`config.mk`:
```
export PLATFORM = sky130hd
export DESIGN_NAME = prf_bank_ram
export DESIGN_NICKNAME = d
export VERILOG_FILES = /design/src/hw/prf_pkg.sv /design/src/hw/prf_bank_ram.sv
export VERILOG_INCLUDE_DIRS = /design/src /design/src/hw
export SDC_FILE = /design/constraint.sdc
export NUM_CORES = 1
export LEC_CHECK = 0
export BUFFER_PORTS_ARGS = -buffer_cell sky130_fd_sc_hd__buf_4
export CAP_MARGIN = 25
export CORE_MARGIN = 2
export CORE_UTILIZATION = 45
export CTS_CLUSTER_DIAMETER = 40
export DETAILED_ROUTE_END_ITERATION = 16
export GPL_ROUTABILITY_DRIVEN = 0
export GPL_TIMING_DRIVEN = 0
export SLEW_MARGIN = 20
export SYNTH_ARGS = -nofsm -noshare
export SYNTH_HDL_FRONTEND = slang
export SYNTH_SLANG_ARGS = --single-unit
```
`constraint.sdc`:
```
create_clock -name CLK -period 2.12 [get_ports CLK]
set_clock_uncertainty 0.15 [all_clocks]
set_input_delay 0.318 -clock CLK [delete_from_list [all_inputs] [get_ports CLK]]
set_output_delay 0.318 -clock CLK [all_outputs]
set_load 0.02 [all_outputs]
```
`src/hw/prf_macros.svh`:
```
/*
 * prf sizes
 * register count, bank split, requester counts and field widths
 * of the banked physical register file
 */
`ifndef PRF_MACROS_SVH
`define PRF_MACROS_SVH

// register array
`define PRF_PR_COUNT 64
`define PRF_LOG_PR_COUNT 6
`define PRF_DATA_WIDTH 32

// banking, low bits of the register number pick the bank
`define PRF_BANK_COUNT 4
`define PRF_LOG_BANK_COUNT 2

// requesters
`define PRF_RR_COUNT 4
`define PRF_WR_COUNT 3

// reorder buffer
`define PRF_ROB_INDEX_WIDTH 6

`endif
```
`src/hw/prf_pkg.sv`:
```
/*
 * prf_pkg
 * shared types of the banked register file and the
 * lowest-set-bit picker used by both arbiters
 */
`default_nettype none
`include "prf_macros.svh"

package prf_pkg;

    typedef logic [`PRF_LOG_PR_COUNT-1:0] pr_t;
    typedef logic [`PRF_LOG_BANK_COUNT-1:0] bank_t;
    typedef logic [`PRF_LOG_PR_COUNT-`PRF_LOG_BANK_COUNT-1:0] upper_pr_t;
    typedef logic [`PRF_DATA_WIDTH-1:0] data_t;
    typedef logic [`PRF_ROB_INDEX_WIDTH-1:0] rob_index_t;

    // read port within a bank
    typedef enum logic {
        PORT0 = 1'b0,
        PORT1 = 1'b1
    } prf_port_e;

    // sized for the wider requester group
    typedef logic [`PRF_RR_COUNT-1:0] req_vec_t;

    // one-hot of the lowest set bit, zero when nothing requests
    function automatic req_vec_t pick_lowest(input req_vec_t req);
        return req & (~req + 1'b1);
    endfunction

endpackage

`default_nettype wire

```
`src/hw/prf_bank_ram.sv`:
```
/*
 * prf_bank_ram
 * storage of one register bank, two combinational read ports
 * and one clocked write port
 */
`timescale 1ns/1ns
`default_nettype none
`include "prf_macros.svh"

module prf_bank_ram (
    input  wire logic                     CLK,
    input  wire logic                     nRST,
    input  wire prf_pkg::upper_pr_t [1:0] read_row,
    output prf_pkg::data_t [1:0]          read_data,
    input  wire logic                     write_en,
    input  wire prf_pkg::upper_pr_t       write_row,
    input  wire prf_pkg::data_t           write_data
);

    import prf_pkg::*;

    localparam int ROW_COUNT = `PRF_PR_COUNT / `PRF_BANK_COUNT;

    data_t mem [ROW_COUNT];

    // both ports see the array directly
    always_comb begin
        for (int p = 0; p < 2; p++) begin
            read_data[p] = mem[read_row[p]];
        end
    end

    // all rows start at zero so register 0 reads zero
    always_ff @(posedge CLK or negedge nRST) begin
        if (!nRST) begin
            for (int r = 0; r < ROW_COUNT; r++) begin
                mem[r] <= '0;
            end
        end else if (write_en) begin
            mem[write_row] <= write_data;
        end
    end

endmodule

`default_nettype wire

```
Word-level counts from Yosys, hierarchy flattened
Index checks and enable logic that the tools add are counted.

Order comparisons: 4. Muxes and demuxes: 9. Bitwise operators: 3. Reductions and logical operators: 1.

Operators by type and width (count): bitwise mux 512 bit (1); binary-select mux 32 bit (select 4 bit) (2); two-way mux 32 bit (5); demux 32 bit (select 4 bit) (1); greater-or-equal comparator 5 bit (second input constant) (3); inverter 4 -> 5 bit (3); less-than comparator 5 x 1 -> 1 bit (second input constant) (1); logical AND 1 bit (1).

Register bits: 512. Output and inout port bits: 64. Logic and storage cells: 33.

Logic depth before layout (Yosys ltp)
Depth after elaboration: 6. Mapped depth: 5.

Worst setup path before layout
Ideal clock, no wire load.

Path type: input -> output. From: in read_row[0] (netlist name). To: out read_data[10] (netlist name). Arrival: 1.712 ns. Path slack: -0.060 ns. Stages: 5. Buffers on the path: 2. Cells stage by stage: clkbuf_1 buf_2 mux4_2 a22oi_1 nand2_1.

RTL lines: start: declaration (line prf_bank_ram.sv:13) `input wire prf_pkg::upper_pr_t [1:0] read_row,`; end: declaration (line prf_bank_ram.sv:14) `output prf_pkg::data_t [1:0] read_data,`.

==> flow_metrics.env <==
export IMPL_tightestPinTransition_ps=871
export IMPL_synth_top_family_by_area="multiplexers"
export IMPL_layout_setup_ws_ps=-385
export IMPL_fin_crit_sh_pct=118
export IMPL_fill_cells=4623
export IMPL_multi_input_area_mm2=0.0134
export IMPL_p_comb_share_pct=21.9
export IMPL_largestRegisters="mem: 512 flops"
export IMPL_grt_pass1_wl_mm=120
export IMPL_post_place_cells=2552
export IMPL_dpl_hpwl_mm=52.3
export IMPL_routedWlPerCell_um=29.1
export IMPL_grt_usage_pct=27.2
export IMPL_met3_usage_pct=6.00
export IMPL_crit_required_ps=1650
export IMPL_synthMuxAreaShare_pct=43.6
export IMPL_worstHoldPathType="input port to asynchronous set/reset pin"
export IMPL_cts_htree_levels=3
export IMPL_path_max_fanout=3
export IMPL_seq_area_mm2=0.0128
export IMPL_hold_ws_ps=-450
export IMPL_final_cell_mix="512 x dfrtp_1, 502 x mux2_2, 256 x mux4_2"
export IMPL_end_kind="output port"
export IMPL_holdBufCountCts=32
export IMPL_seqPwrFrac_pct=36.9
export IMPL_drt_pass1_iter_count=5
export IMPL_clk_latency_ps=630
export IMPL_fin_cells=2767
export IMPL_clk_pin_slew_ps=50
export IMPL_die_width_um=246
export IMPL_dieArea_mm2=0.0607
export IMPL_cts_inserted_buffers=92
export IMPL_vdd_drop_max_mv=0.687
export IMPL_fmax_ghz=0.399
export IMPL_boundaryPins=111
export IMPL_drt_iter0_drc=1161
export IMPL_core_region_area_mm2=0.0579
export IMPL_swShare_pct=28.0
export IMPL_avgViaCountPerCell=6.25
export IMPL_clockBufferDepth=3
export IMPL_drc=0
export IMPL_ant_nets=0
export IMPL_yosysUniqueCellTypes=18
export IMPL_p_clk_share_pct=41.2
export IMPL_top_register="mem"
export IMPL_die_h_um=246
export IMPL_status="complete, but fails checks"
export IMPL_rsz0062_at_grt="true"
export IMPL_synth_xor_area_share_pct=0
export IMPL_core_rowCount=88
export IMPL_setup_viol=64
export IMPL_start_util_pct=45.7
export IMPL_synth_seq_area_share_pct=48.4
export IMPL_grt_max_degree=97
export IMPL_regToRegStartpoint="mem[399]$_DFFE_PN0P_"
export IMPL_r2r_end="mem[399]$_DFFE_PN0P_"
export IMPL_max_slew_margin_rel_pct=41.8
export IMPL_syn_to_final_growth_pct=24.7
export IMPL_slew_viol_final=0
export IMPL_cts_tree="done"
export IMPL_synth_simple_area_share_pct=1.57
export IMPL_fin_nets=1969
export IMPL_synthAdderAreaFrac_pct=0
export IMPL_intPower_mw=26.7
export IMPL_top_usage_layer="met2"
export IMPL_synthCells=1675
export IMPL_yosys_warnings=0
export IMPL_pwr_density_cell_mw_per_mm2=1130
export IMPL_final_common_cell="dfrtp_1"
export IMPL_start_kind="flip-flop"
export IMPL_tns_ps=-20280
export IMPL_grt_pass1_vias=18400
export IMPL_p_switching_mw=10.4
export IMPL_ff2ff_setup_slack_ps=970
export IMPL_syn_nets=1722
export IMPL_met2_usage_pct=43.2
export IMPL_vias=17300
export IMPL_drive_above_1_share_pct=64.6
export IMPL_totalWireLength_mm=80.5
export IMPL_largest_reg_flops=512
export IMPL_reg2regPathDepth=3
export IMPL_failed_checks="negative hold slack, negative setup slack"
export IMPL_criticalPathCategory="flip-flop to output port"
export IMPL_fin_crit_ps=2510
export IMPL_synth_compound_area_share_pct=3.63
export IMPL_arrival_ps=2040
export IMPL_syn_area_per_cell_um2=15.8
export IMPL_clockRootBuffer="clkbuf_16"
export IMPL_port_buffers=106
export IMPL_overflow=0
export IMPL_antenna_found_initial=4
export IMPL_synth_seq_cells=512
export IMPL_leakage_nw=13.8
export IMPL_use_met1_pct=36.8
export IMPL_synth_area_mm2=0.0265
export IMPL_finalHoldViolCount=109
export IMPL_drv_cap=0
export IMPL_clock_sinks=512
==> cells by family after synthesis <==
group                  count (synthesis)
AOI/OAI and AO/OA                    128
buffers and inverters                171
DFF                                  512
muxes                                768
and+or+nand+nor                       96
==> routing by layer <==
layer	up-vias	share of wire [%]
met5	-	0.21
li1	7101	-
met2	619	48
met3	146	6.5
met1	9409	42
met4	8	3.4
==> synthesized netlist by cell type <==
master | instances | area (um^2)
buf_2 | 71 | 355
a22oi_1 | 128 | 961
nand3_1 | 1 | 5.00
or3_1 | 2 | 12.5
mux2_1 | 10 | 113
buf_1 | 8 | 30.0
and2_1 | 2 | 12.5
nor2b_1 | 5 | 31.3
nor3b_2 | 1 | 12.5
buf_4 | 2 | 15.0
nand2b_1 | 4 | 25.0
nand2_1 | 66 | 248
clkbuf_1 | 90 | 338
mux2_2 | 502 | 5650
mux4_2 | 256 | 5770
dfrtp_1 | 512 | 12800
nand3b_1 | 3 | 22.5
nor2_1 | 12 | 45.0
==> metrics by stage <==
step	hold slack [ps]	util [%]	power, mW	area [um^2]	setup WS [ps]
after global routing	-414	56.9	38.6	33000	-447
after global placement	331	48.8	20.8	28300	-4960
after floorplan	-128	-	18.7	26500	22.6
after detailed placement	232	49.1	21.2	28400	-1080
final	-450	56.9	37.1	33000	-385
after CTS	-426	56.6	37.2	32800	-410
==> worst max-delay path: stages, from the launching register on <==
cell and delay, ps:
dfrtp_1 380, mux4_2 490, a22oi_2 250, nand2_1 140
buf_6 150
==> timing repair <==
item                                    CTS  global route
resized for setup                       220            46
endpoints found under the setup margin   64            64
setup buffers                             7             2
endpoints found under the hold margin   286            94
pin swaps                               124            37
==> layout make-up <==
| class | count | share of cell area, % |
|---|---|---|
| Tap cell | 765 | 2.90 |
| Clock inverter | 68 | 2.34 |
| Clock buffer | 105 | 7.50 |
| Multi-Input combinational cell | 992 | 40.8 |
| Buffer | 171 | 2.80 |
| Sequential cell | 512 | 38.8 |
| Timing Repair Buffer | 153 | 4.83 |
| Antenna cell | 1 | 0.00759 |
==> power by group through the flow <==
| stage | clock network (mW) | logic (mW) | registers, mW |
|---|---|---|---|
| global placement | 0 | 7.19 | 13.6 |
| CTS | 15.5 | 8.06 | 13.6 |
| detailed placement | 0 | 7.41 | 13.8 |
| global route | 16.0 | 8.63 | 14.0 |
| finish | 15.3 | 8.14 | 13.7 |
| floorplan | 0 | 5.48 | 13.2 |
==> worst max-delay path by stage <==
stage / startpoint / endpoint / slack [ps] / cells past startpoint
floorplan: read_row[0] / read_data[11] / 20 / 5
global placement: nRST / mem[152]$_DFFE_PN0P_ / -4960 / 1
detailed placement: read_row[1] / read_data[29] / -1080 / 6
CTS: mem[404]$_DFFE_PN0P_ / read_data[52] / -410 / 4
global route: mem[404]$_DFFE_PN0P_ / read_data[20] / -450 / 4
finish: mem[395]$_DFFE_PN0P_ / read_data[11] / -390 / 4
Note: power is estimated with default switching activity, not from simulation.
