`config.mk`:
```
export PLATFORM = sky130hd
export DESIGN_NAME = prf_wb_arbiter
export DESIGN_NICKNAME = d
export VERILOG_FILES = /design/src/hw/prf_pkg.sv /design/src/hw/prf_wb_arbiter.sv
export VERILOG_INCLUDE_DIRS = /design/src /design/src/hw
export SDC_FILE = /design/constraint.sdc
export NUM_CORES = 1
export LEC_CHECK = 0
export ABC_CLOCK_PERIOD_IN_PS = 5500
export BUFFER_PORTS_ARGS = -buffer_cell sky130_fd_sc_hd__buf_2
export CORE_MARGIN = 2
export CORE_UTILIZATION = 23
export DETAILED_ROUTE_END_ITERATION = 6
export GPL_TIMING_DRIVEN = 0
export SLEW_MARGIN = 20
export SYNTH_ARGS = -nofsm -noshare
export SYNTH_HDL_FRONTEND = slang
export SYNTH_SLANG_ARGS = --single-unit
```
`constraint.sdc`:
```
create_clock -name CLK -period 5.5 [get_ports CLK]
set_clock_uncertainty 0.05 [all_clocks]
set_input_delay 0.55 -clock CLK [delete_from_list [all_inputs] [get_ports CLK]]
set_output_delay 0.55 -clock CLK [all_outputs]
set_load 0.01 [all_outputs]
```
`src/hw/prf_macros.svh`:
```
/*
 * prf sizes
 * register count, bank split, requester counts and field widths
 * of the banked physical register file
 */
`ifndef PRF_MACROS_SVH
`define PRF_MACROS_SVH

// register array
`define PRF_PR_COUNT 64
`define PRF_LOG_PR_COUNT 6
`define PRF_DATA_WIDTH 32

// banking, low bits of the register number pick the bank
`define PRF_BANK_COUNT 4
`define PRF_LOG_BANK_COUNT 2

// requesters
`define PRF_RR_COUNT 4
`define PRF_WR_COUNT 3

// reorder buffer
`define PRF_ROB_INDEX_WIDTH 6

`endif
```
`src/hw/prf_pkg.sv`:
```
/*
 * prf_pkg
 * shared types of the banked register file and the
 * lowest-set-bit picker used by both arbiters
 */
`default_nettype none
`include "prf_macros.svh"

package prf_pkg;

    typedef logic [`PRF_LOG_PR_COUNT-1:0] pr_t;
    typedef logic [`PRF_LOG_BANK_COUNT-1:0] bank_t;
    typedef logic [`PRF_LOG_PR_COUNT-`PRF_LOG_BANK_COUNT-1:0] upper_pr_t;
    typedef logic [`PRF_DATA_WIDTH-1:0] data_t;
    typedef logic [`PRF_ROB_INDEX_WIDTH-1:0] rob_index_t;

    // read port within a bank
    typedef enum logic {
        PORT0 = 1'b0,
        PORT1 = 1'b1
    } prf_port_e;

    // sized for the wider requester group
    typedef logic [`PRF_RR_COUNT-1:0] req_vec_t;

    // one-hot of the lowest set bit, zero when nothing requests
    function automatic req_vec_t pick_lowest(input req_vec_t req);
        return req & (~req + 1'b1);
    endfunction

endpackage

`default_nettype wire

```
`src/hw/prf_wb_arbiter.sv`:
```
/*
 * prf_wb_arbiter
 * holds one pending writeback per requester, grants one write per
 * bank, drives the writeback bus and the delayed forward data
 */
`timescale 1ns/1ns
`default_nettype none
`include "prf_macros.svh"

module prf_wb_arbiter (
    input  wire logic                                   CLK,
    input  wire logic                                   nRST,
    input  wire logic [`PRF_WR_COUNT-1:0]               wb_valid,
    input  wire prf_pkg::data_t [`PRF_WR_COUNT-1:0]     wb_data,
    input  wire prf_pkg::pr_t [`PRF_WR_COUNT-1:0]       wb_pr,
    input  wire prf_pkg::rob_index_t [`PRF_WR_COUNT-1:0] wb_rob_index,
    output logic [`PRF_WR_COUNT-1:0]                    wb_ready,
    output logic [`PRF_BANK_COUNT-1:0]                  wb_bus_valid,
    output prf_pkg::data_t [`PRF_BANK_COUNT-1:0]        wb_bus_data,
    output prf_pkg::upper_pr_t [`PRF_BANK_COUNT-1:0]    wb_bus_upper_pr,
    output prf_pkg::rob_index_t [`PRF_BANK_COUNT-1:0]   wb_bus_rob_index,
    output prf_pkg::data_t [`PRF_BANK_COUNT-1:0]        forward_data
);

    import prf_pkg::*;

    localparam int UPPER_W = $bits(upper_pr_t);

    // oldest unaccepted write per requester
    logic [`PRF_WR_COUNT-1:0]                      held_valid;
    logic [`PRF_WR_COUNT-1:0]                      held_valid_next;
    data_t [`PRF_WR_COUNT-1:0]                     held_data;
    pr_t [`PRF_WR_COUNT-1:0]                       held_pr;
    rob_index_t [`PRF_WR_COUNT-1:0]                held_rob;

    logic [`PRF_WR_COUNT-1:0]                      merged_valid;
    data_t [`PRF_WR_COUNT-1:0]                     merged_data;
    pr_t [`PRF_WR_COUNT-1:0]                       merged_pr;
    rob_index_t [`PRF_WR_COUNT-1:0]                merged_rob;

    logic [`PRF_BANK_COUNT-1:0][`PRF_WR_COUNT-1:0] bank_req;
    logic [`PRF_BANK_COUNT-1:0][`PRF_WR_COUNT-1:0] grant;
    logic [`PRF_BANK_COUNT-1:0][`PRF_WR_COUNT-1:0] mask;
    logic [`PRF_BANK_COUNT-1:0][`PRF_WR_COUNT-1:0] mask_next;
    req_vec_t [`PRF_BANK_COUNT-1:0]                masked_pick;
    req_vec_t [`PRF_BANK_COUNT-1:0]                full_pick;
    logic [`PRF_WR_COUNT-1:0]                      ack;

    logic [`PRF_BANK_COUNT-1:0]                    bus_valid_next;
    data_t [`PRF_BANK_COUNT-1:0]                   bus_data_next;
    upper_pr_t [`PRF_BANK_COUNT-1:0]               bus_row_next;
    rob_index_t [`PRF_BANK_COUNT-1:0]              bus_rob_next;

    // --------------------
    // merge

    // new input is ignored while a write is held
    always_comb begin
        for (int wr = 0; wr < `PRF_WR_COUNT; wr++) begin
            merged_valid[wr] = held_valid[wr] | wb_valid[wr];
            merged_data[wr] = held_valid[wr] ? held_data[wr] : wb_data[wr];
            merged_pr[wr] = held_valid[wr] ? held_pr[wr] : wb_pr[wr];
            merged_rob[wr] = held_valid[wr] ? held_rob[wr] : wb_rob_index[wr];
        end
    end

    // --------------------
    // one write per bank

    always_comb begin
        ack = '0;
        for (int b = 0; b < `PRF_BANK_COUNT; b++) begin
            for (int wr = 0; wr < `PRF_WR_COUNT; wr++) begin
                bank_req[b][wr] = merged_valid[wr]
                    && (merged_pr[wr][`PRF_LOG_BANK_COUNT-1:0] == bank_t'(b));
            end

            masked_pick[b] = pick_lowest(req_vec_t'(bank_req[b] & mask[b]));
            full_pick[b] = pick_lowest(req_vec_t'(bank_req[b]));
            if (|(bank_req[b] & mask[b])) begin
                grant[b] = masked_pick[b][`PRF_WR_COUNT-1:0];
            end else begin
                grant[b] = full_pick[b][`PRF_WR_COUNT-1:0];
            end

            mask_next[b] = ~(grant[b] | (grant[b] - 1'b1));
            ack |= grant[b];
        end

        held_valid_next = merged_valid & ~ack;
    end

    // one-hot mux onto the bus
    always_comb begin
        for (int b = 0; b < `PRF_BANK_COUNT; b++) begin
            bus_valid_next[b] = |grant[b];
            bus_data_next[b] = '0;
            bus_row_next[b] = '0;
            bus_rob_next[b] = '0;
            for (int wr = 0; wr < `PRF_WR_COUNT; wr++) begin
                bus_data_next[b] |= merged_data[wr] & {`PRF_DATA_WIDTH{grant[b][wr]}};
                bus_row_next[b] |= merged_pr[wr][`PRF_LOG_PR_COUNT-1:`PRF_LOG_BANK_COUNT]
                    & {UPPER_W{grant[b][wr]}};
                bus_rob_next[b] |= merged_rob[wr] & {`PRF_ROB_INDEX_WIDTH{grant[b][wr]}};
            end
        end

        // register 0 is bank 0 row 0, granted but never written
        if (bus_row_next[0] == '0) begin
            bus_valid_next[0] = 1'b0;
        end
    end

    assign wb_ready = ~held_valid;

    always_ff @(posedge CLK or negedge nRST) begin
        if (!nRST) begin
            held_valid <= '0;
            mask <= '0;
            wb_bus_valid <= '0;
            wb_bus_data <= '0;
            wb_bus_upper_pr <= '0;
            wb_bus_rob_index <= '0;
            forward_data <= '0;
        end else begin
            held_valid <= held_valid_next;
            mask <= mask_next;
            wb_bus_valid <= bus_valid_next;
            wb_bus_data <= bus_data_next;
            wb_bus_upper_pr <= bus_row_next;
            wb_bus_rob_index <= bus_rob_next;
            // one cycle after the bus, the cycle consumers pick it up
            forward_data <= wb_bus_data;
        end
    end

    always_ff @(posedge CLK) begin
        held_data <= merged_data;
        held_pr <= merged_pr;
        held_rob <= merged_rob;
    end

endmodule

`default_nettype wire

```
# Yosys cells after proc, flatten, opt, wreduce, memory -nomap -nowiden
# Index checks and enable logic that the tools add are counted.
[classes]
mux = 14
n_eq_ne = 9
n_addsub = 12
bitwise = 101
n_reduce_logical = 24
[op_table]
columns = ["cell", "n"]
rows = [
  ["bitwise AND 32 bit", 12],
  ["bitwise OR 32 bit", 8],
  ["2-to-1 mux 32 bit", 3],
  ["bitwise AND 6 bit", 12],
  ["bitwise AND 3 bit", 17],
  ["bitwise AND 4 bit", 12],
  ["bitwise OR 6 bit", 8],
  ["inverter 3 bit", 14],
  ["2-to-1 mux 6 bit", 6],
  ["bitwise OR 4 bit", 8],
  ["adder 3 x 1 -> 3 bit (second input constant)", 8],
  ["OR reduction 3 bit", 8],
  ["bitwise OR 3 bit", 7],
  ["equality test 2 bit (second input constant)", 6],
  ["logical AND 1 bit", 12],
  ["2-to-1 mux 3 bit", 4],
  ["subtractor 3 x 1 -> 3 bit (second input constant)", 4],
  ["equality test 2 x 1 -> 1 bit (second input constant)", 3],
  ["zero test 2 bit", 3],
  ["zero test 4 bit", 1],
  ["bitwise OR 1 bit", 3],
  ["2-to-1 mux 1 bit", 1],
]
[word_totals]
out_inout_bits = 303
regBits = 447

# Depth between registers and ports, before layout
[logic_depth]
ltp_word = 13
depth_mapped = 9

# Least setup slack after synthesis
# No wires, ideal clock.
[synth_timing]
kind = "input to register"
startpoint = "in wb_pr[0] in the netlist's numbering"
endpoint = "reg wb_bus_valid[0]"
arrival_time_ps = 2358
cell_stages = 6
n_path_buf = 1
slack_ps = 2954
cell_sequence = "or4b_4 -> o21a_4 -> a31o_1 -> buf_6 -> a221o_1 -> or4_1"
[synth_rtl]
columns = ["element", "line_no", "rtl"]
rows = [
  ["from (decl)", "prf_wb_arbiter.sv:15", "input wire prf_pkg::pr_t [`PRF_WR_COUNT-1:0] wb_pr,"],
  ["to (signal assigned)", "prf_wb_arbiter.sv:128", "wb_bus_valid <= bus_valid_next;"],
  ["to (decl)", "prf_wb_arbiter.sv:18", "output logic [`PRF_BANK_COUNT-1:0] wb_bus_valid,"],
]

==> flow_summary_export.csv <==
group,metric,value,unit
sta,rsz0062_at_grt,"false",
min_path,hp-class,"primary input to flop",
clock_network,cts_max_level,2,
power,combPwrFrac,0.363,
synth,yosysTopAreaCell,"dfrtp_1",
detailed_routing,drt_pass1_iterations,5,
synth,synth_top_area_frac,0.513,
floorplanning,initial_utilization,0.232,
critical_path,r2r-start,"held_valid[1]",
sta,hold_viol,0,
clock_network,clockBufferDepth,3,
detailed_routing,totalWireLength,56700,µm
power,p_sw_frac,0.378,
min_path,worstHoldEndpoint,"held_pr[7]",
critical_path,regToRegEndpoint,"wb_bus_data[56]",
critical_path,rrSetupSlack,1540,ps
job,maxCapViolCount,0,
sta,setup_viol,0,
critical_path,path_cells,"buf_2 -> buf_1 -> nand2_1 -> o32ai_1 -> a21boi_0 -> o21ai_1 -> clkbuf_1 -> o221ai_1",
power,p_int,8100,µW
clock_network,cts_resized,0,
critical_path,end_kind,"flop",
detailed_routing,drt_iter0_drc,846,
clock_network,clock_sinks,443,
synth,syn_area,15200,µm²
sta,min_period_over_period,0.720,
synth,synth_cell_type_count,49,
critical_path,slowest_delay,750,ps
synth,synth.area.top_cells,"dfrtp_1 (51%), dfxtp_1 (17%), o221ai_1 (7.3%)",
synth,synth_edf_count,0,
detailed_routing,drc_errors,0,
sta,drv_slew,0,
sta,tightest_slew,1100,ps
synth,ys_warn_count,0,
critical_path,crit_path_start_kind,"flop",
power,clkPwrFrac,0.260,
global_routing,grt_max_degree,91,
status,status,"completed",
detailed_routing,vias,11700,
synth,ys.flop_type,"dfrtp_1",
power,powerDensity,643,nW/µm²
final_layout,final_layout_size_suffix_gt1_frac,0.346,
synth,synthArstFlopShare,0.702,
power,p_leak,0.0101,µW
clock_network,cts_tree,"built",
global_routing,antenna_found_initial,21,
global_routing,grt_pass1_vias,11900,
critical_path,path_class,"flop to flop",
critical_path,required,5860,ps
global_routing,grt_pass1_wl,79700,µm
place,post-dp-hpwl,41100,µm
clock_network,path_clk_slew,60,ps
sta,setup_tns,0,ps
detailed_routing,top_layer,"met5",
sta,max_slew_margin,0.268,
detailed_routing,route.met2.wl,27200,µm
place,place.gp.congestion,0.769,
floorplanning,die_y,261,µm
detailed_routing,viasPerCell,4.56,
detailed_routing,wl_met3,4640,µm
critical_path,worstRegToRegCells,8,
place,numPortBuffers,439,
clock_network,clk_latency,590,ps
floorplanning,die_area,68000,µm²
synth,syn_inst,1165,
synth,synth_seq_area_share,0.687,
critical_path,arrival,4320,ps
detailed_routing,postRouteAntennaNets,0,
final_layout,syn_to_final_growth,33.7,%
detailed_routing,wire_per_inst,22.0,µm
synth,ys_seq_elements,443,
sta,clock.fmax,252,MHz
detailed_routing,met1Wirelength,22700,µm
clock_network,cts_root_buf,"clkbuf_16",
floorplanning,rows,94,
min_path,worstHoldStart,"wb_pr[7]",
power,p_sw,4930,µW
clock_network,cts_inserted_buffers,49,
floorplanning,coreArea,65500,µm²
final_layout,layout.nets,1797,
critical_path,cp_slowest_cell,"clkbuf_1",
synth,synth_nets,1302,
sta,post-route-min-period,3960,ps
floorplanning,io-pin-count,440,
floorplanning,die_x,261,µm
synth,avgSynthCellArea,13.0,µm²
min_path,hold_path_depth,2,
critical_path,critPathMaxFanout,10,
power,ir_drop,238,µV
power,seqPwrFrac,0.377,
global_routing,track_usage,0.161,
global_routing,grt.overflow.total,0,
sta,whs,199,ps
-- power groups by stage --
stage / registers [µW] / logic [µW] / clock network, µW
2_1_floorplan: 5250 / 2200 / 0
3_3_place_gp: 4950 / 4650 / 0
3_5_place_dp: 4980 / 4750 / 0
4_1_cts: 4930 / 4780 / 3500
5_1_grt: 5040 / 5100 / 3630
6_report: 4920 / 4730 / 3390
-- through the flow --
| stage | setup WS [ps] | power (µW) | util | cell area, µm² | std cells |
|---|---|---|---|---|---|
| 3_3_place_gp | -1770 | 9600 | 0.282 | 18400 | 2468 |
| 4_1_cts | 1450 | 13200 | 0.309 | 20300 | 2563 |
| 2_1_floorplan | 2950 | 7460 | - | 15200 | 1165 |
| 3_5_place_dp | 1490 | 9730 | 0.283 | 18600 | 2472 |
| 5_1_grt | 1270 | 13800 | 0.309 | 20300 | 2570 |
| 6_report | 1540 | 13000 | 0.310 | 20300 | 2575 |
-- worst max path at each step --
stage / from / endpoint / slack [ps]
final: held_valid[1] / wb_bus_data[56] / 1540
after global routing: held_valid[1] / wb_bus_data[43] / 1270
after CTS: held_valid[1] / wb_bus_data[43] / 1450
after detailed placement: held_valid[1] / wb_bus_data[43] / 1490
after global placement: nRST / wb_bus_rob_index[14] / -1770
after floorplan: wb_pr[0] / wb_bus_valid[0] / 2950
-- metal layers --
layer | track usage | vias up
met4 | 0.0646 | 18
met1 | 0.196 | 5881
li1 | - | 5177
met5 | 0 | -
met3 | 0.0501 | 137
met2 | 0.266 | 536
-- cells in the final DEF (no fill, tap or decap), types with 3 or more instances in the layout --
master,netlist,routed
or3_1,3,3
clkbuf_1,65,72
dfrtp_1,311,311
o21ai_0,46,46
clkinv_4,0,4
mux2_2,44,44
inv_1,92,92
o211ai_1,4,4
clkbuf_8,0,7
nand2_1,136,136
a221o_1,4,4
bufinv_16,0,5
o22ai_1,5,5
clkbuf_16,0,50
o221ai_1,127,127
mux2i_1,84,84
buf_1,4,4
o32ai_1,3,3
o21ai_1,4,4
a22oi_1,38,38
dfxtp_1,132,132
clkinv_2,0,10
nand3_1,5,5
buf_2,3,441
inv_6,0,4
or2_2,6,6
nor2b_1,4,4
nand2b_1,4,4
nor2_1,4,4
buf_16,0,3
a2bb2o_1,3,3
diode_2,0,12
and3_1,4,4
-- state kept, by name, indices dropped and copies added, names as in the netlist --
signal	flops
forward_data	128
wb_bus_data	128
held_data	96
wb_bus_rob_index	24
held_pr	18
held_rob	18
wb_bus_upper_pr	16
mask	8
wb_bus_valid	4
held_valid	3
-- layout make-up --
type / count / area [µm²]
Clock inverter: 26 / 314
Timing Repair Buffer: 444 / 2310
Clock buffer: 64 / 1370
Antenna cell: 12 / 30.0
Fill cell: 6583 / 45200
Sequential cell: 443 / 10400
Multi-Input combinational cell: 556 / 4110
Inverter: 92 / 345
Buffer: 74 / 297
Tap cell: 864 / 1080
-- cells in the mapped netlist (4+ instances only) --
cell type,number
a22oi_1,38
a221o_1,4
inv_1,92
or2_2,6
nor2_1,4
and3_1,4
mux2_2,44
o21ai_0,46
dfxtp_1,132
mux2i_1,84
o211ai_1,4
clkbuf_1,65
o22ai_1,5
nand3_1,5
o221ai_1,127
nor2b_1,4
nand2b_1,4
nand2_1,136
o21ai_1,4
buf_1,4
dfrtp_1,311
-- critical path: cells and delay by family (launching register included) --
kind / cells / cell delay (ps)
and+or+nand+nor: 1 / 150
AOI/OAI and AO/OA: 4 / 1580
DFF: 1 / 330
buffers and inverters: 3 / 1660
-- repair_timing --
item	in CTS	in global routing
hold buffers	1	0
buffers inserted	0	0
hold endpoints to repair	58	0
-- cell families (layout without fill, tap and decap cells) --
logic type | Yosys count | after routing | synth area share
buffers and inverters | 166 | 700 | 0.0423
flip-flops | 443 | 443 | 0.687
AO/OA/AOI/OAI | 246 | 246 | 0.127
AND/OR/NAND/NOR | 182 | 182 | 0.0558
other | 0 | 12 | 0
multiplexers | 128 | 128 | 0.0881
No activity file was read; power rests on OpenSTA's default activity.
