**src/hw/prf_macros.svh**
```systemverilog
/*
 * prf sizes
 * register count, bank split, requester counts and field widths
 * of the banked physical register file
 */
`ifndef PRF_MACROS_SVH
`define PRF_MACROS_SVH

// register array
`define PRF_PR_COUNT 64
`define PRF_LOG_PR_COUNT 6
`define PRF_DATA_WIDTH 32

// banking, low bits of the register number pick the bank
`define PRF_BANK_COUNT 4
`define PRF_LOG_BANK_COUNT 2

// requesters
`define PRF_RR_COUNT 4
`define PRF_WR_COUNT 3

// reorder buffer
`define PRF_ROB_INDEX_WIDTH 6

`endif
```
**src/hw/prf_pkg.sv**
```systemverilog
/*
 * prf_pkg
 * shared types of the banked register file and the
 * lowest-set-bit picker used by both arbiters
 */
`default_nettype none
`include "prf_macros.svh"

package prf_pkg;

    typedef logic [`PRF_LOG_PR_COUNT-1:0] pr_t;
    typedef logic [`PRF_LOG_BANK_COUNT-1:0] bank_t;
    typedef logic [`PRF_LOG_PR_COUNT-`PRF_LOG_BANK_COUNT-1:0] upper_pr_t;
    typedef logic [`PRF_DATA_WIDTH-1:0] data_t;
    typedef logic [`PRF_ROB_INDEX_WIDTH-1:0] rob_index_t;

    // read port within a bank
    typedef enum logic {
        PORT0 = 1'b0,
        PORT1 = 1'b1
    } prf_port_e;

    // sized for the wider requester group
    typedef logic [`PRF_RR_COUNT-1:0] req_vec_t;

    // one-hot of the lowest set bit, zero when nothing requests
    function automatic req_vec_t pick_lowest(input req_vec_t req);
        return req & (~req + 1'b1);
    endfunction

endpackage

`default_nettype wire

```
**src/hw/prf_read_arbiter.sv**
```systemverilog
/*
 * prf_read_arbiter
 * holds unacked read requests, picks two per bank under a rotating
 * mask and returns registered acks, port numbers and RAM rows
 */
`timescale 1ns/1ns
`default_nettype none
`include "prf_macros.svh"

module prf_read_arbiter (
    input  wire logic                                           CLK,
    input  wire logic                                           nRST,
    input  wire logic [`PRF_RR_COUNT-1:0]                       read_req_valid,
    input  wire prf_pkg::pr_t [`PRF_RR_COUNT-1:0]               read_req_pr,
    output logic [`PRF_RR_COUNT-1:0]                            read_resp_ack,
    output prf_pkg::prf_port_e [`PRF_RR_COUNT-1:0]              read_resp_port,
    output prf_pkg::upper_pr_t [`PRF_BANK_COUNT-1:0][1:0]       read_row
);

    import prf_pkg::*;

    localparam int UPPER_W = $bits(upper_pr_t);

    // held requests
    logic [`PRF_RR_COUNT-1:0]                     held_valid;
    logic [`PRF_RR_COUNT-1:0]                     held_valid_next;
    pr_t [`PRF_RR_COUNT-1:0]                      held_pr;

    // new and held requests together
    logic [`PRF_RR_COUNT-1:0]                     merged_valid;
    pr_t [`PRF_RR_COUNT-1:0]                      merged_pr;

    logic [`PRF_BANK_COUNT-1:0][`PRF_RR_COUNT-1:0] bank_req;
    logic [`PRF_BANK_COUNT-1:0][`PRF_RR_COUNT-1:0] grant0;
    logic [`PRF_BANK_COUNT-1:0][`PRF_RR_COUNT-1:0] grant1;
    logic [`PRF_BANK_COUNT-1:0][`PRF_RR_COUNT-1:0] mask;
    logic [`PRF_BANK_COUNT-1:0][`PRF_RR_COUNT-1:0] mask_next;

    logic [`PRF_RR_COUNT-1:0]                     ack_next;
    logic [`PRF_RR_COUNT-1:0]                     port1_hit;
    prf_port_e [`PRF_RR_COUNT-1:0]                port_next;
    upper_pr_t [`PRF_BANK_COUNT-1:0][1:0]         row_next;

    // --------------------
    // merge and steer

    // a held request wins over the input slot
    always_comb begin
        for (int rr = 0; rr < `PRF_RR_COUNT; rr++) begin
            merged_valid[rr] = held_valid[rr] | read_req_valid[rr];
            merged_pr[rr] = held_valid[rr] ? held_pr[rr] : read_req_pr[rr];
        end
    end

    // --------------------
    // per bank selection

    always_comb begin
        for (int b = 0; b < `PRF_BANK_COUNT; b++) begin
            for (int rr = 0; rr < `PRF_RR_COUNT; rr++) begin
                bank_req[b][rr] = merged_valid[rr]
                    && (merged_pr[rr][`PRF_LOG_BANK_COUNT-1:0] == bank_t'(b));
            end

            // port 0 prefers requesters above the last port 1 grant
            if (|(bank_req[b] & mask[b])) begin
                grant0[b] = pick_lowest(bank_req[b] & mask[b]);
            end else begin
                grant0[b] = pick_lowest(bank_req[b]);
            end

            // port 1 over what port 0 left
            if (|(bank_req[b] & ~grant0[b] & mask[b])) begin
                grant1[b] = pick_lowest(bank_req[b] & ~grant0[b] & mask[b]);
            end else begin
                grant1[b] = pick_lowest(bank_req[b] & ~grant0[b]);
            end

            // bits strictly above the port 1 grant or empty without one
            mask_next[b] = ~(grant1[b] | (grant1[b] - 1'b1));
        end
    end

    // --------------------
    // responses and rows

    always_comb begin
        ack_next = '0;
        port1_hit = '0;
        for (int b = 0; b < `PRF_BANK_COUNT; b++) begin
            ack_next |= grant0[b] | grant1[b];
            port1_hit |= grant1[b];
        end

        for (int rr = 0; rr < `PRF_RR_COUNT; rr++) begin
            port_next[rr] = port1_hit[rr] ? PORT1 : PORT0;
        end

        held_valid_next = merged_valid & ~ack_next;

        // one-hot mux of the row bits
        for (int b = 0; b < `PRF_BANK_COUNT; b++) begin
            row_next[b][0] = '0;
            row_next[b][1] = '0;
            for (int rr = 0; rr < `PRF_RR_COUNT; rr++) begin
                row_next[b][0] |= merged_pr[rr][`PRF_LOG_PR_COUNT-1:`PRF_LOG_BANK_COUNT]
                    & {UPPER_W{grant0[b][rr]}};
                row_next[b][1] |= merged_pr[rr][`PRF_LOG_PR_COUNT-1:`PRF_LOG_BANK_COUNT]
                    & {UPPER_W{grant1[b][rr]}};
            end
        end
    end

    always_ff @(posedge CLK or negedge nRST) begin
        if (!nRST) begin
            read_resp_ack <= '0;
            for (int rr = 0; rr < `PRF_RR_COUNT; rr++) begin
                read_resp_port[rr] <= PORT0;
            end
            read_row <= '0;
            held_valid <= '0;
            mask <= '0;
        end else begin
            read_resp_ack <= ack_next;
            read_resp_port <= port_next;
            read_row <= row_next;
            held_valid <= held_valid_next;
            mask <= mask_next;
        end
    end

    // register number of each held request
    always_ff @(posedge CLK) begin
        held_pr <= merged_pr;
    end

endmodule

`default_nettype wire

```
**config.mk**
```make
export PLATFORM = sky130hd
export DESIGN_NAME = prf_read_arbiter
export DESIGN_NICKNAME = d
export VERILOG_FILES = /design/src/hw/prf_pkg.sv /design/src/hw/prf_read_arbiter.sv
export VERILOG_INCLUDE_DIRS = /design/src /design/src/hw
export SDC_FILE = /design/constraint.sdc
export NUM_CORES = 1
export LEC_CHECK = 0
export BUFFER_PORTS_ARGS = -buffer_cell sky130_fd_sc_hd__buf_4
export CELL_PAD_IN_SITES_DETAIL_PLACEMENT = 0
export CELL_PAD_IN_SITES_GLOBAL_PLACEMENT = 1
export CORE_MARGIN = 10
export CORE_UTILIZATION = 30
export CTS_CLUSTER_SIZE = 40
export DETAILED_ROUTE_END_ITERATION = 6
export MAX_ROUTING_LAYER = met4
export PLACE_DENSITY_LB_ADDON = 0.08
export SLEW_MARGIN = 15
export SYNTH_ARGS = -nofsm -noshare
export SYNTH_HDL_FRONTEND = slang
export SYNTH_SLANG_ARGS = --single-unit
```
**constraint.sdc**
```tcl
create_clock -name CLK -period 2.16 [get_ports CLK]
set_input_delay 0.432 -clock CLK [delete_from_list [all_inputs] [get_ports CLK]]
set_output_delay 0.432 -clock CLK [all_outputs]
set_load 0.03 [all_outputs]
```
Word-level counts from Yosys, hierarchy flattened --
Cells that the tools add are included.
Storage, ports and cells: register bits 84, bits of input ports 30, output and inout port bits 40, logic and storage cells 226
Cells by class: $add $sub $neg 20, equal/unequal tests 12, mux-type cells 16, bitwise logic cells 128, reduce and logical (&&, ||, !) cells 28
Operators by type and width (count):
- 4-bit AND | 61
- 4-bit bitwise OR | 38
- 4-bit NOT | 25
- 4-bit by 1-bit adder with 4-bit output, second input constant | 16
- 4-bit two-way mux | 8
- 4-bit OR reduction | 8
- 6-bit two-way mux | 4
- 2-bit == test, second input constant | 8
- 1-bit logical AND | 16
- 4-bit by 1-bit subtractor with 4-bit output, second input constant | 4
- 2-bit by 1-bit == test with 1-bit output, second input constant | 4
- 2-bit zero test | 4
- 1-bit two-way mux | 4
- 1-bit bitwise OR | 4

Depth between registers and ports, before layout --
Gate-level depths: netlist of the first run.
depth in word-level cells 21, depth in mapped cells 9, depth with buffers taken out 7

Least setup slack after synthesis of the first run --
No wires, ideal clock.
path type input to register, start point input read_req_pr[1] (netlist name), end point register read_resp_ack[2], arrival 2114 ps, required time 2036 ps, path slack -78 ps, cell stages on the path 8, buffers on the path 2, cell sequence nand2b_1 > o32a_1 > buf_2 > buf_2 > a32oi_1 > nor2_1 > or4_1 > or2_1
Between the ends: cells in the longest elaborated chain, start to end 19, elaborated cells on any way between the ends 96, classes of those cells 16 x add/sub; 3 x eq/ne; 9 x mux; 55 x bitwise; 13 x reduce/logical
Ends and longest elaborated chain:
- from (decl) | RTL line prf_read_arbiter.sv:14 | input wire prf_pkg::pr_t [`PRF_RR_COUNT-1:0] read_req_pr,
- 6-bit two-way mux (*) | RTL line prf_read_arbiter.sv:51 | merged_pr[rr] = held_valid[rr] ? held_pr[rr] : read_req_pr[rr];
- 2-bit by 1-bit == test with 1-bit output / 2-bit zero test (equally long branches) | RTL line prf_read_arbiter.sv:62 | && (merged_pr[rr][`PRF_LOG_BANK_COUNT-1:0] == bank_t'(b));
- 1-bit logical AND | RTL line prf_read_arbiter.sv:61 | bank_req[b][rr] = merged_valid[rr]
- 4-bit AND | RTL line prf_read_arbiter.sv:66, prf_read_arbiter.sv:67
- 4-bit NOT | RTL line prf_pkg.sv:28 | return req & (~req + 1'b1);
- 4-bit by 1-bit adder with 4-bit output | RTL line prf_pkg.sv:28
- 4-bit AND | RTL line prf_pkg.sv:28
- 4-bit two-way mux | RTL line prf_read_arbiter.sv:66 | if (|(bank_req[b] & mask[b])) begin
- (+2 left out)
- 4-bit AND | RTL line prf_read_arbiter.sv:73, prf_read_arbiter.sv:74
- 4-bit NOT | RTL line prf_pkg.sv:28
- 4-bit by 1-bit adder with 4-bit output | RTL line prf_pkg.sv:28
- 4-bit AND | RTL line prf_pkg.sv:28
- 4-bit two-way mux | RTL line prf_read_arbiter.sv:73 | if (|(bank_req[b] & ~grant0[b] & mask[b])) begin
- 4-bit bitwise OR (3 in series) | RTL line prf_read_arbiter.sv:91 | ack_next |= grant0[b] | grant1[b];
- 4-bit bitwise OR (*) | RTL line prf_read_arbiter.sv:91
- net ack_next[2] | RTL line prf_read_arbiter.sv:39 | logic [`PRF_RR_COUNT-1:0] ack_next;
- to (signal assigned) | RTL line prf_read_arbiter.sv:124 | read_resp_ack <= ack_next;
- to (decl) | RTL line prf_read_arbiter.sv:15 | output logic [`PRF_RR_COUNT-1:0] read_resp_ack,
Mark *: on every way through the listed nets, which the timed path passes. The rest lies on a longest branch.

Final worst setup path of the first run --
start point register held_valid[1], end point register read_resp_ack[3]
Between the ends: cells in the longest elaborated chain, start to end 19, elaborated cells on any way between the ends 97, classes of those cells 16 x add/sub; 3 x eq/ne; 9 x mux; 56 x bitwise; 13 x reduce/logical
Ends and longest elaborated chain:
- from (decl) | RTL line prf_read_arbiter.sv:25 | logic [`PRF_RR_COUNT-1:0] held_valid;
- from (signal assigned) | RTL line prf_read_arbiter.sv:127 | held_valid <= held_valid_next;
- 6-bit two-way mux | RTL line prf_read_arbiter.sv:51
- 2-bit by 1-bit == test with 1-bit output / 2-bit zero test (equally long branches) | RTL line prf_read_arbiter.sv:62
- 1-bit logical AND | RTL line prf_read_arbiter.sv:61
- 4-bit AND | RTL line prf_read_arbiter.sv:66, prf_read_arbiter.sv:67
- 4-bit NOT | RTL line prf_pkg.sv:28
- 4-bit by 1-bit adder with 4-bit output | RTL line prf_pkg.sv:28
- 4-bit AND | RTL line prf_pkg.sv:28
- 4-bit two-way mux | RTL line prf_read_arbiter.sv:66
- (+2 left out)
- 4-bit AND | RTL line prf_read_arbiter.sv:73, prf_read_arbiter.sv:74
- 4-bit NOT | RTL line prf_pkg.sv:28
- 4-bit by 1-bit adder with 4-bit output | RTL line prf_pkg.sv:28
- 4-bit AND | RTL line prf_pkg.sv:28
- 4-bit two-way mux | RTL line prf_read_arbiter.sv:73
- 4-bit bitwise OR (3 in series) | RTL line prf_read_arbiter.sv:91
- 4-bit bitwise OR (*) | RTL line prf_read_arbiter.sv:91
- net ack_next[3] | RTL line prf_read_arbiter.sv:39
Marked as above.

==> flow_summary.ini, run 1 <==
[drt]
drc = 5
drt_pass1_iterations = 7
viasPerCell = 5.337
drtIter0Drc = 309
postRouteWirelength_microns = 17320
vias = 4312
avgRoutedWirePerCell_microns = 21.43
ant_nets = 0

[run_status]
violations = design-rule violations, negative setup slack
status = finished with violations

[grt]
grt_pass1_wl_microns = 26210
grt_max_degree = 57
antenna_found_initial = 0
grt-ovfl-total = 0
track_usage = 0.1756
grt_pass1_vias = 4473

[cells_and_area]
diodes = 0
drive_above_1_share = 0.5987
area_growth_pct = 67.24
final_common_cell = buf_4
mostFrequentLayoutCells = buf_4 (170), dfrtp_1 (52), buf_6 (35)
finalNetCount = 653
instances_no_fill = 808

[sta]
skew_ps = 10.59
report.final.setup_viol = 24
hold_viol = 0
maxSlewViolCount = 0
worst_hold_slack_ps = 150.2
finalCritPeriodShare = 1.084
fin_ws_ps = -182.1
maxSlewHeadroom = 0.4807
rsz0062_at_grt = yes
fmax_ghz = 0.4270
layout_min_cycle_time_ps = 2342
worstMarginPinSlew_ps = 779.0

[die]
rows = 43
io_pins = 70
die_w_microns = 140.0
die-area_sq_um = 19600
core_area_sq_um = 13990
start_util = 0.3088
die_h_microns = 140.0

[logic_synthesis]
synthTopCellsByArea = dfrtp_1 (32%), dfxtp_1 (11%), mux2_2 (3.9%)
synth_cells = 415
yosysWarningCount = 0
synth_ff_type = dfrtp_1
synth_area_per_cell_sq_um = 10.41
synth_fp_nets = 445
yosys.area.top_type = dfrtp_1
yosys.cell_types.count = 69
yosysTopAreaCellShare = 0.3244
netlist_area_sq_um = 4319
ys_ff_latch = 80
synth-async-reset-ratio = 0.7000
synth-edff-count = 0
seq_area_frac_synth = 0.4357

[setup_path]
slowest_delay_ps = 470
path_max_fanout = 6
cp_slowest_cell = dfrtp_2
r2r_cells = 9
crit_family = simple AND/OR/NAND/NOR gates
crit_path_start_kind = register
required_ps = 2400
crit_buf_inv = 2
rr_endpoint = read_resp_ack[3]$_DFF_PN0_
path_cells = nand4b_1 > a21bo_2 > xnor2_2 > nor2_2 > o211ai_1 > buf_4 > nand4_1 > buf_4 > or3_1
end_kind = register
timing.critical_path.mode_cell = buf_4
reg2reg_slack_ps = -180
path_class = register to register
rr_startpoint = held_valid[1]$_DFF_PN0_
arrival_ps = 2580

[placement]
dp_hpwl_microns = 12830
post-place-cells = 762
io_buffers = 69
place.gp.congestion = 0.8884

[cts]
cts_root_buf = clkbuf_16
cts_hold_buf = 0
htree_levels = 3
clock_latency_ps = 350
cts_tree = done
cts.path.max_buffers = 2
numCtsBuffers = 9
cts.clk_slew.worst_paths_ps = 70
clkSinkCount = 80

[flow_run]
max-cap-violations = 0

[min_path]
hp-class = primary input to async pin

[power_and_ir_drop]
peakVddDrop_v = 0.0005192
power.density_nw_per_um2 = 1333
p_leak_nw = 3.190
-- power breakdown --
group	internal, mW	switching (mW)
logic	2.59	3.09
clock network	0.906	0.680
registers	2.04	0.321
total	5.54	4.09
-- flip-flops by register name, indices dropped and copies added (netlist names) --
name	count
read_row	32
read_resp_port	4
held_valid	4
mask	12
read_resp_ack	4
held_pr	24
-- synth_stat cells, types with 3 or more instances --
master,n
and3b_1,5
nor3b_2,3
o21ai_2,4
nor2b_1,6
nand2b_1,5
dfrtp_1,56
xnor2_2,3
buf_2,7
a21oi_1,17
o221ai_1,14
or2_1,3
o21ai_0,25
buf_6,3
nand3b_1,3
inv_1,18
o32ai_1,3
nand4b_1,3
nor3_1,6
a31oi_1,7
a22oi_1,15
xnor2_1,8
mux2_2,15
o21ai_1,5
o211ai_1,6
nand3_1,6
and4bb_2,3
nand2_1,28
a211oi_2,4
or2_2,5
dfxtp_1,24
nor2_1,23
a222oi_1,16
mux2i_1,13
and2_1,6
-- layer usage --
metal | track usage | routed length (microns) | up-vias | part of all wire
met1 | 0.2311 | 7947 | 2123 | 0.46
met5 | - | 0 | - | 0
li1 | - | - | 2033 | -
met3 | 0.03381 | 952 | 21 | 0.055
met4 | 0.05054 | 314 | 0 | 0.018
met2 | 0.2687 | 8101 | 135 | 0.47
-- final cells by class --
type                       count  area, sq um
fill                        1306         6765
multi-input combinational    306         3019
sequential                    80         1887
timing repair buffer         208         1720
clock buffer                   9        225.2
tap                          180        225.2
clock inverter                 7        78.83
inverter                      18        67.56
-- worst max path at each step --
stage | start | to | depth (start not counted) | slack (ps)
after floorplan | held_valid[2]$_DFF_PN0_ | read_resp_ack[1]$_DFF_PN0_ | 8 | -50
after global placement | read_req_pr[13] | held_valid[3]$_DFF_PN0_ | 10 | -580
after detailed placement | read_req_pr[6] | held_valid[3]$_DFF_PN0_ | 11 | -500
after CTS | held_valid[3]$_DFF_PN0_ | read_resp_ack[2]$_DFF_PN0_ | 8 | -180
after global routing | held_valid[3]$_DFF_PN0_ | read_resp_ack[2]$_DFF_PN0_ | 8 | -250
final | held_valid[1]$_DFF_PN0_ | read_resp_ack[3]$_DFF_PN0_ | 9 | -180
-- cells by family after synthesis --
logic type,share of synthesized area
mux,0.07184
simple gates,0.1880
buf+inv,0.03331
xor+xnor,0.02955
compound gates,0.2416
flops,0.4357
-- timing repair --
item / 4_1_cts / 5_1_grt
endpoints found under the setup margin: 44 / 44
buffers inserted: 16 / 20
endpoints found under the hold margin: 0 / 0
pin swaps: 38 / 49
gates resized for setup: 90 / 107
gates cloned: 0 / 0
-- through the flow --
stage	cell area, sq um	util	TNS, ps	total power [mW]	worst slack [ps]
2_1_floorplan	4363	-	-84.87	4.893	-45.96
3_3_place_gp	5829	0.4167	-8501	6.930	-580.6
3_5_place_dp	5829	0.4167	-8686	6.932	-503.9
4_1_cts	6660	0.4761	-1817	9.125	-183.4
5_1_grt	7223	0.5164	-4599	10.16	-251.4
6_report	7223	0.5164	-2061	9.628	-182.1
No activity file was read; power rests on OpenSTA's default activity.
==> inputs of run 2 (changes only) <==
CORE_UTILIZATION = 40   (was 30)
CTS_CLUSTER_SIZE = not set   (was 40)
SLEW_MARGIN = not set   (was 15)
==> run 2 against run 1 <==
- the run still ends with design-rule violations, negative setup slack left
- register-to-register slack barely moved
- core utilization is 11 points higher
- clock skew down 6.2 ps
- via count decreased by 0.83%
- sequential cell count did not move
- design area decreased by 9.6%
- worst setup slack worse by 4.1 ps
- worst hold slack worse by 20 ps
- power shrank 10%
==> flow_summary.ini, run 2 (synthesized netlist as in run 1, its figures left out) <==
[flow_run]
max-cap-violations = 0

[grt]
grt_pass1_vias = 4132
grt_max_degree = 57
grt-ovfl-total = 0
antenna_found_initial = 0
grt_pass1_wl_microns = 24010
use_met2 = 0.3093
grt.busiest_layer = met2
track_usage = 0.2122
gr-usage-met3 = 0.05294
use_met1 = 0.2858

[cells_and_area]
seqCellArea_sq_um = 1887
reg_top3 = read_row x32, held_pr x24, mask x12
largest_reg_flops = 32
drive_above_1_share = 0.5240
diodes = 0
instances_no_fill = 741
fin_area_sq_um = 6531
mostFrequentLayoutCells = buf_4 (175), dfrtp_1 (52), nand2_1 (26)
fillCellCount = 901
regMostFlops = read_row
multiInputGateArea_sq_um = 2773
final_common_cell = buf_4
finalNetCount = 630
area_growth_pct = 51.22

[cts]
cts_tree = done
cts.clk_slew.worst_paths_ps = 90
cts.path.max_buffers = 2
clkSinkCount = 80
clock_latency_ps = 370
htree_levels = 3
cts_root_buf = clkbuf_8
numCtsBuffers = 9

[setup_path]
path_class = register to register
end_kind = register
crit_family = simple AND/OR/NAND/NOR gates
crit_buf_inv = 0
path_depth = 7
r2r_cells = 7
crit_path_start_kind = register
required_ps = 2410
path_cells = nand4bb_4 > a21bo_4 > xnor2_4 > mux2_4 > nor3_2 > or4_4 > or2_1
arrival_ps = 2600
slowest_delay_ps = 560
cp_slowest_cell = or4_4
path_max_fanout = 6

[die]
io_pins = 70
core_area_sq_um = 10420
die-area_sq_um = 15350
die_h_microns = 123.9
die_w_microns = 123.9
rows = 37
start_util = 0.4147

[sta]
fin_tns_setup_ps = -1268
fin_ws_ps = -186.2
skew_ps = 4.409
report.final.setup_viol = 16
fmax_ghz = 0.4262
maxSlewHeadroom = 0.4949
rsz0062_at_grt = yes
hold_viol = 0
layout_min_cycle_time_ps = 2346
maxSlewViolCount = 0
worstMarginPinSlew_ps = 757.7
finalCritPeriodShare = 1.086

[power_and_ir_drop]
p_sw_mw = 3.777
p_sw_frac = 0.4370
peakVddDrop_v = 0.0008960
cellInternalPower_mw = 4.865
power_mw = 8.642
p_clk_frac = 0.135
p_seq_frac = 0.276
power.density_nw_per_um2 = 1323
p_leak_nw = 2.955
pwr-share-comb = 0.589

[drt]
vias = 4276
drt_pass1_iterations = 7
avgRoutedWirePerCell_microns = 21.86
drc = 5
drtIter0Drc = 521
postRouteWirelength_microns = 16200
ant_nets = 0
viasPerCell = 5.771

[placement]
place.gp.congestion = 0.9545
postPlaceCellArea_sq_um = 5692
post-place-cells = 707
io_buffers = 69
dp_hpwl_microns = 12130
dpl_worst_slack_ps = -298.8

[min_path]
hp-class = primary input to async pin

[run_status]
status = finished with violations
violations = design-rule violations, negative setup slack
## run 2: area by class of cell
cell class | count | share of cell area
multi-input cells | 306 | 0.4245
flip-flops and latches | 80 | 0.2889
repair buffers | 185 | 0.2188
well taps | 136 | 0.02605
clock buffers | 11 | 0.02165
inverters | 18 | 0.01034
clock inverters | 5 | 0.009770
## run 2: through the flow
stage / hold WS [ps] / utilization
after floorplan: 136.4 / -
after global placement: 486.2 / 0.5464
after detailed placement: 491.1 / 0.5464
after CTS: 151.0 / 0.5864
after global routing: 177.9 / 0.6270
final: 129.9 / 0.6270
## run 2: per-layer routing
metal	part of all wire	vias up
li1	-	1982
met1	0.47	2111
met5	0	-
met4	0.012	0
met3	0.066	20
met2	0.46	163
## run 2: worst reg2reg max path: cells and delay by family, from the launching register on
kind / cells / cell delay, ps
muxes: 1 / 200
xor gates and xnor gates: 1 / 210
AOI/OAI and AO/OA: 1 / 280
DFF: 1 / 470
and+or+nand+nor: 4 / 1080
## run 2: power groups by stage
stage | combinational (mW) | sequential, mW | clock, mW
global route | 5.42 | 2.45 | 1.26
global placement | 4.40 | 2.36 | 0
detailed placement | 4.44 | 2.38 | 0
finish | 5.09 | 2.39 | 1.17
floorplan | 2.05 | 2.84 | 0
CTS | 4.64 | 2.36 | 1.20
## run 2: worst paths after layout
| path | from | endpoint | slack (ps) |
|---|---|---|---|
| worst max-delay path | held_valid[3]$_DFF_PN0_ | read_resp_ack[1]$_DFF_PN0_ | -190 |
| worst min-delay path | nRST | mask[14]$_DFF_PN0_ | 130 |
| worst max register to register | held_valid[3]$_DFF_PN0_ | read_resp_ack[1]$_DFF_PN0_ | -190 |
| worst min register to register | held_pr[0]$_DFF_P_ | held_pr[0]$_DFF_P_ | 540 |
| max in group asynchronous | nRST | held_valid[1]$_DFF_PN0_ | 1510 |
| min in group CLK | read_req_pr[13] | held_pr[13]$_DFF_P_ | 340 |
## run 2: timing repair
item | CTS | global route
setup endpoints to repair | 37 | 43
setup buffers | 8 | 13
hold buffers | 0 | 0
pin swaps | 16 | 43
cloned | 0 | 1
resized for setup | 45 | 68
==> inputs of run 3 (changes only) <==
CORE_UTILIZATION = 48   (was 40)
clock period = 2.95 ns   (was 2.16 ns; I/O delays follow)
==> run 3 against run 2 <==
- the run now ends clean
- core utilization decreased by 1.9 points
- combinational power decreased by 45%
- highest routed layer unchanged
- critical endpoint is now read_resp_ack[3]$_DFF_PN0_
- critical path type unchanged
- cell count down 16%
==> flow_summary.ini, run 3 (synthesized netlist as in run 1, its figures left out) <==
[grt]
grt_pass1_vias = 3734
antenna_found_initial = 0
grt-ovfl-total = 0
track_usage = 0.2142
grt_pass1_wl_microns = 21360
grt_max_degree = 57

[sta]
maxSlewHeadroom = 0.4927
rsz0062_at_grt = no
finalCritPeriodShare = 0.9285
maxSlewViolCount = 0
worst_hold_slack_ps = 287.2
fmax_ghz = 0.3651
fin_tns_setup_ps = 0
worstMarginPinSlew_ps = 761.0
report.final.setup_viol = 0
fin_ws_ps = 211.0
layout_min_cycle_time_ps = 2739
hold_viol = 0
skew_ps = 17.33

[power_and_ir_drop]
power_mw = 5.560
power.density_nw_per_um2 = 1048
p_seq_frac = 0.318
p_clk_frac = 0.175
p_sw_mw = 2.481
p_sw_frac = 0.4463
peakVddDrop_v = 0.0004009
pwr-share-comb = 0.508
p_leak_nw = 2.423
cellInternalPower_mw = 3.079

[cts]
cts_hold_buf = 0
htree_levels = 3
cts_tree = done
cts.path.max_buffers = 2
numCtsBuffers = 9
cts_root_buf = clkbuf_8
clock_latency_ps = 370
clkSinkCount = 80
cts.clk_slew.worst_paths_ps = 100

[drt]
drtIter0Drc = 510
drc = 0
vias = 3905
postRouteWirelength_microns = 14070
avgRoutedWirePerCell_microns = 22.70
drt_pass1_iterations = 7
ant_nets = 0
viasPerCell = 6.298

[cells_and_area]
fin_area_sq_um = 5306
drive_above_1_share = 0.3145
final_common_cell = buf_4
reg_top3 = read_row x32, held_pr x24, mask x12
instances_no_fill = 620
regMostFlops = read_row
area_growth_pct = 22.86
largest_reg_flops = 32
diodes = 0
mostFrequentLayoutCells = buf_4 (92), dfrtp_1 (56), nand2_1 (28)
final_util = 0.6085
finalNetCount = 537

[placement]
io_buffers = 69
postPlaceCellArea_sq_um = 5069
dp_hpwl_microns = 10660
place.gp.congestion = 0.9153
post-place-cells = 604
dpl_worst_slack_ps = 101.3

[die]
die_h_microns = 114.9
die-area_sq_um = 13190
die_w_microns = 114.9
io_pins = 70
core_area_sq_um = 8721
start_util = 0.4953
rows = 34

[flow_run]
max-cap-violations = 0

[setup_path]
required_ps = 3200
path_class = register to register
crit_path_start_kind = register
path_max_fanout = 11
arrival_ps = 2990
end_kind = register
rr_startpoint = held_valid[1]$_DFF_PN0_
crit_path_start = held_valid[1]$_DFF_PN0_

[min_path]
hp-class = primary input to async pin

[run_status]
status = finished clean
-- run 3: final cells by class --
type | count | area [sq um]
Clock buffer | 9 | 123.9
Clock inverter | 7 | 108.9
Fill cell | 766 | 3415
Inverter | 18 | 67.56
Multi-Input combinational cell | 306 | 2298
Sequential cell | 80 | 1882
Tap cell | 108 | 135.1
Timing Repair Buffer | 92 | 690.7
-- run 3: final timing paths --
path | end | slack (ps) | cells after the start
setup / recovery | read_resp_ack[3]$_DFF_PN0_ | 210 | 7
hold / removal | mask[6]$_DFF_PN0_ | 290 | 1
setup reg to reg | read_resp_ack[3]$_DFF_PN0_ | 210 | 7
hold reg to reg | held_pr[0]$_DFF_P_ | 510 | 2
max in group asynchronous | read_row[3]$_DFF_PN0_ | 2150 | 1
min in group CLK | held_pr[1]$_DFF_P_ | 470 | 2
-- run 3: power by group through the flow --
stage / combinational [mW] / sequential (mW) / clock, mW
2_1_floorplan: 1.48 / 2.08 / 0
3_3_place_gp: 2.77 / 1.78 / 0
3_5_place_dp: 2.78 / 1.79 / 0
4_1_cts: 2.79 / 1.77 / 0.982
5_1_grt: 3.02 / 1.81 / 1.03
6_report: 2.82 / 1.77 / 0.971
-- run 3: worst max-delay path: stages (launching register included) --
cell,delay (ps)
dfrtp_1,530
and4bb_2,280
nor2_1,560
a211o_1,210
o21ai_0,70
o221ai_1,400
nand4_1,240
or3_1,340
-- run 3: layer usage --
metal | GRT usage | vias up | part of all wire
li1 | - | 1789 | -
met1 | 0.2878 | 1894 | 0.44
met2 | 0.3089 | 199 | 0.45
met3 | 0.05677 | 23 | 0.093
met4 | 0.06353 | 0 | 0.019
met5 | - | - | 0
-- run 3: what timing repair did --
action | in CTS | in global routing
setup endpoints to repair | 0 | 5
resized for setup | 0 | 1
buffers inserted | 0 | 0
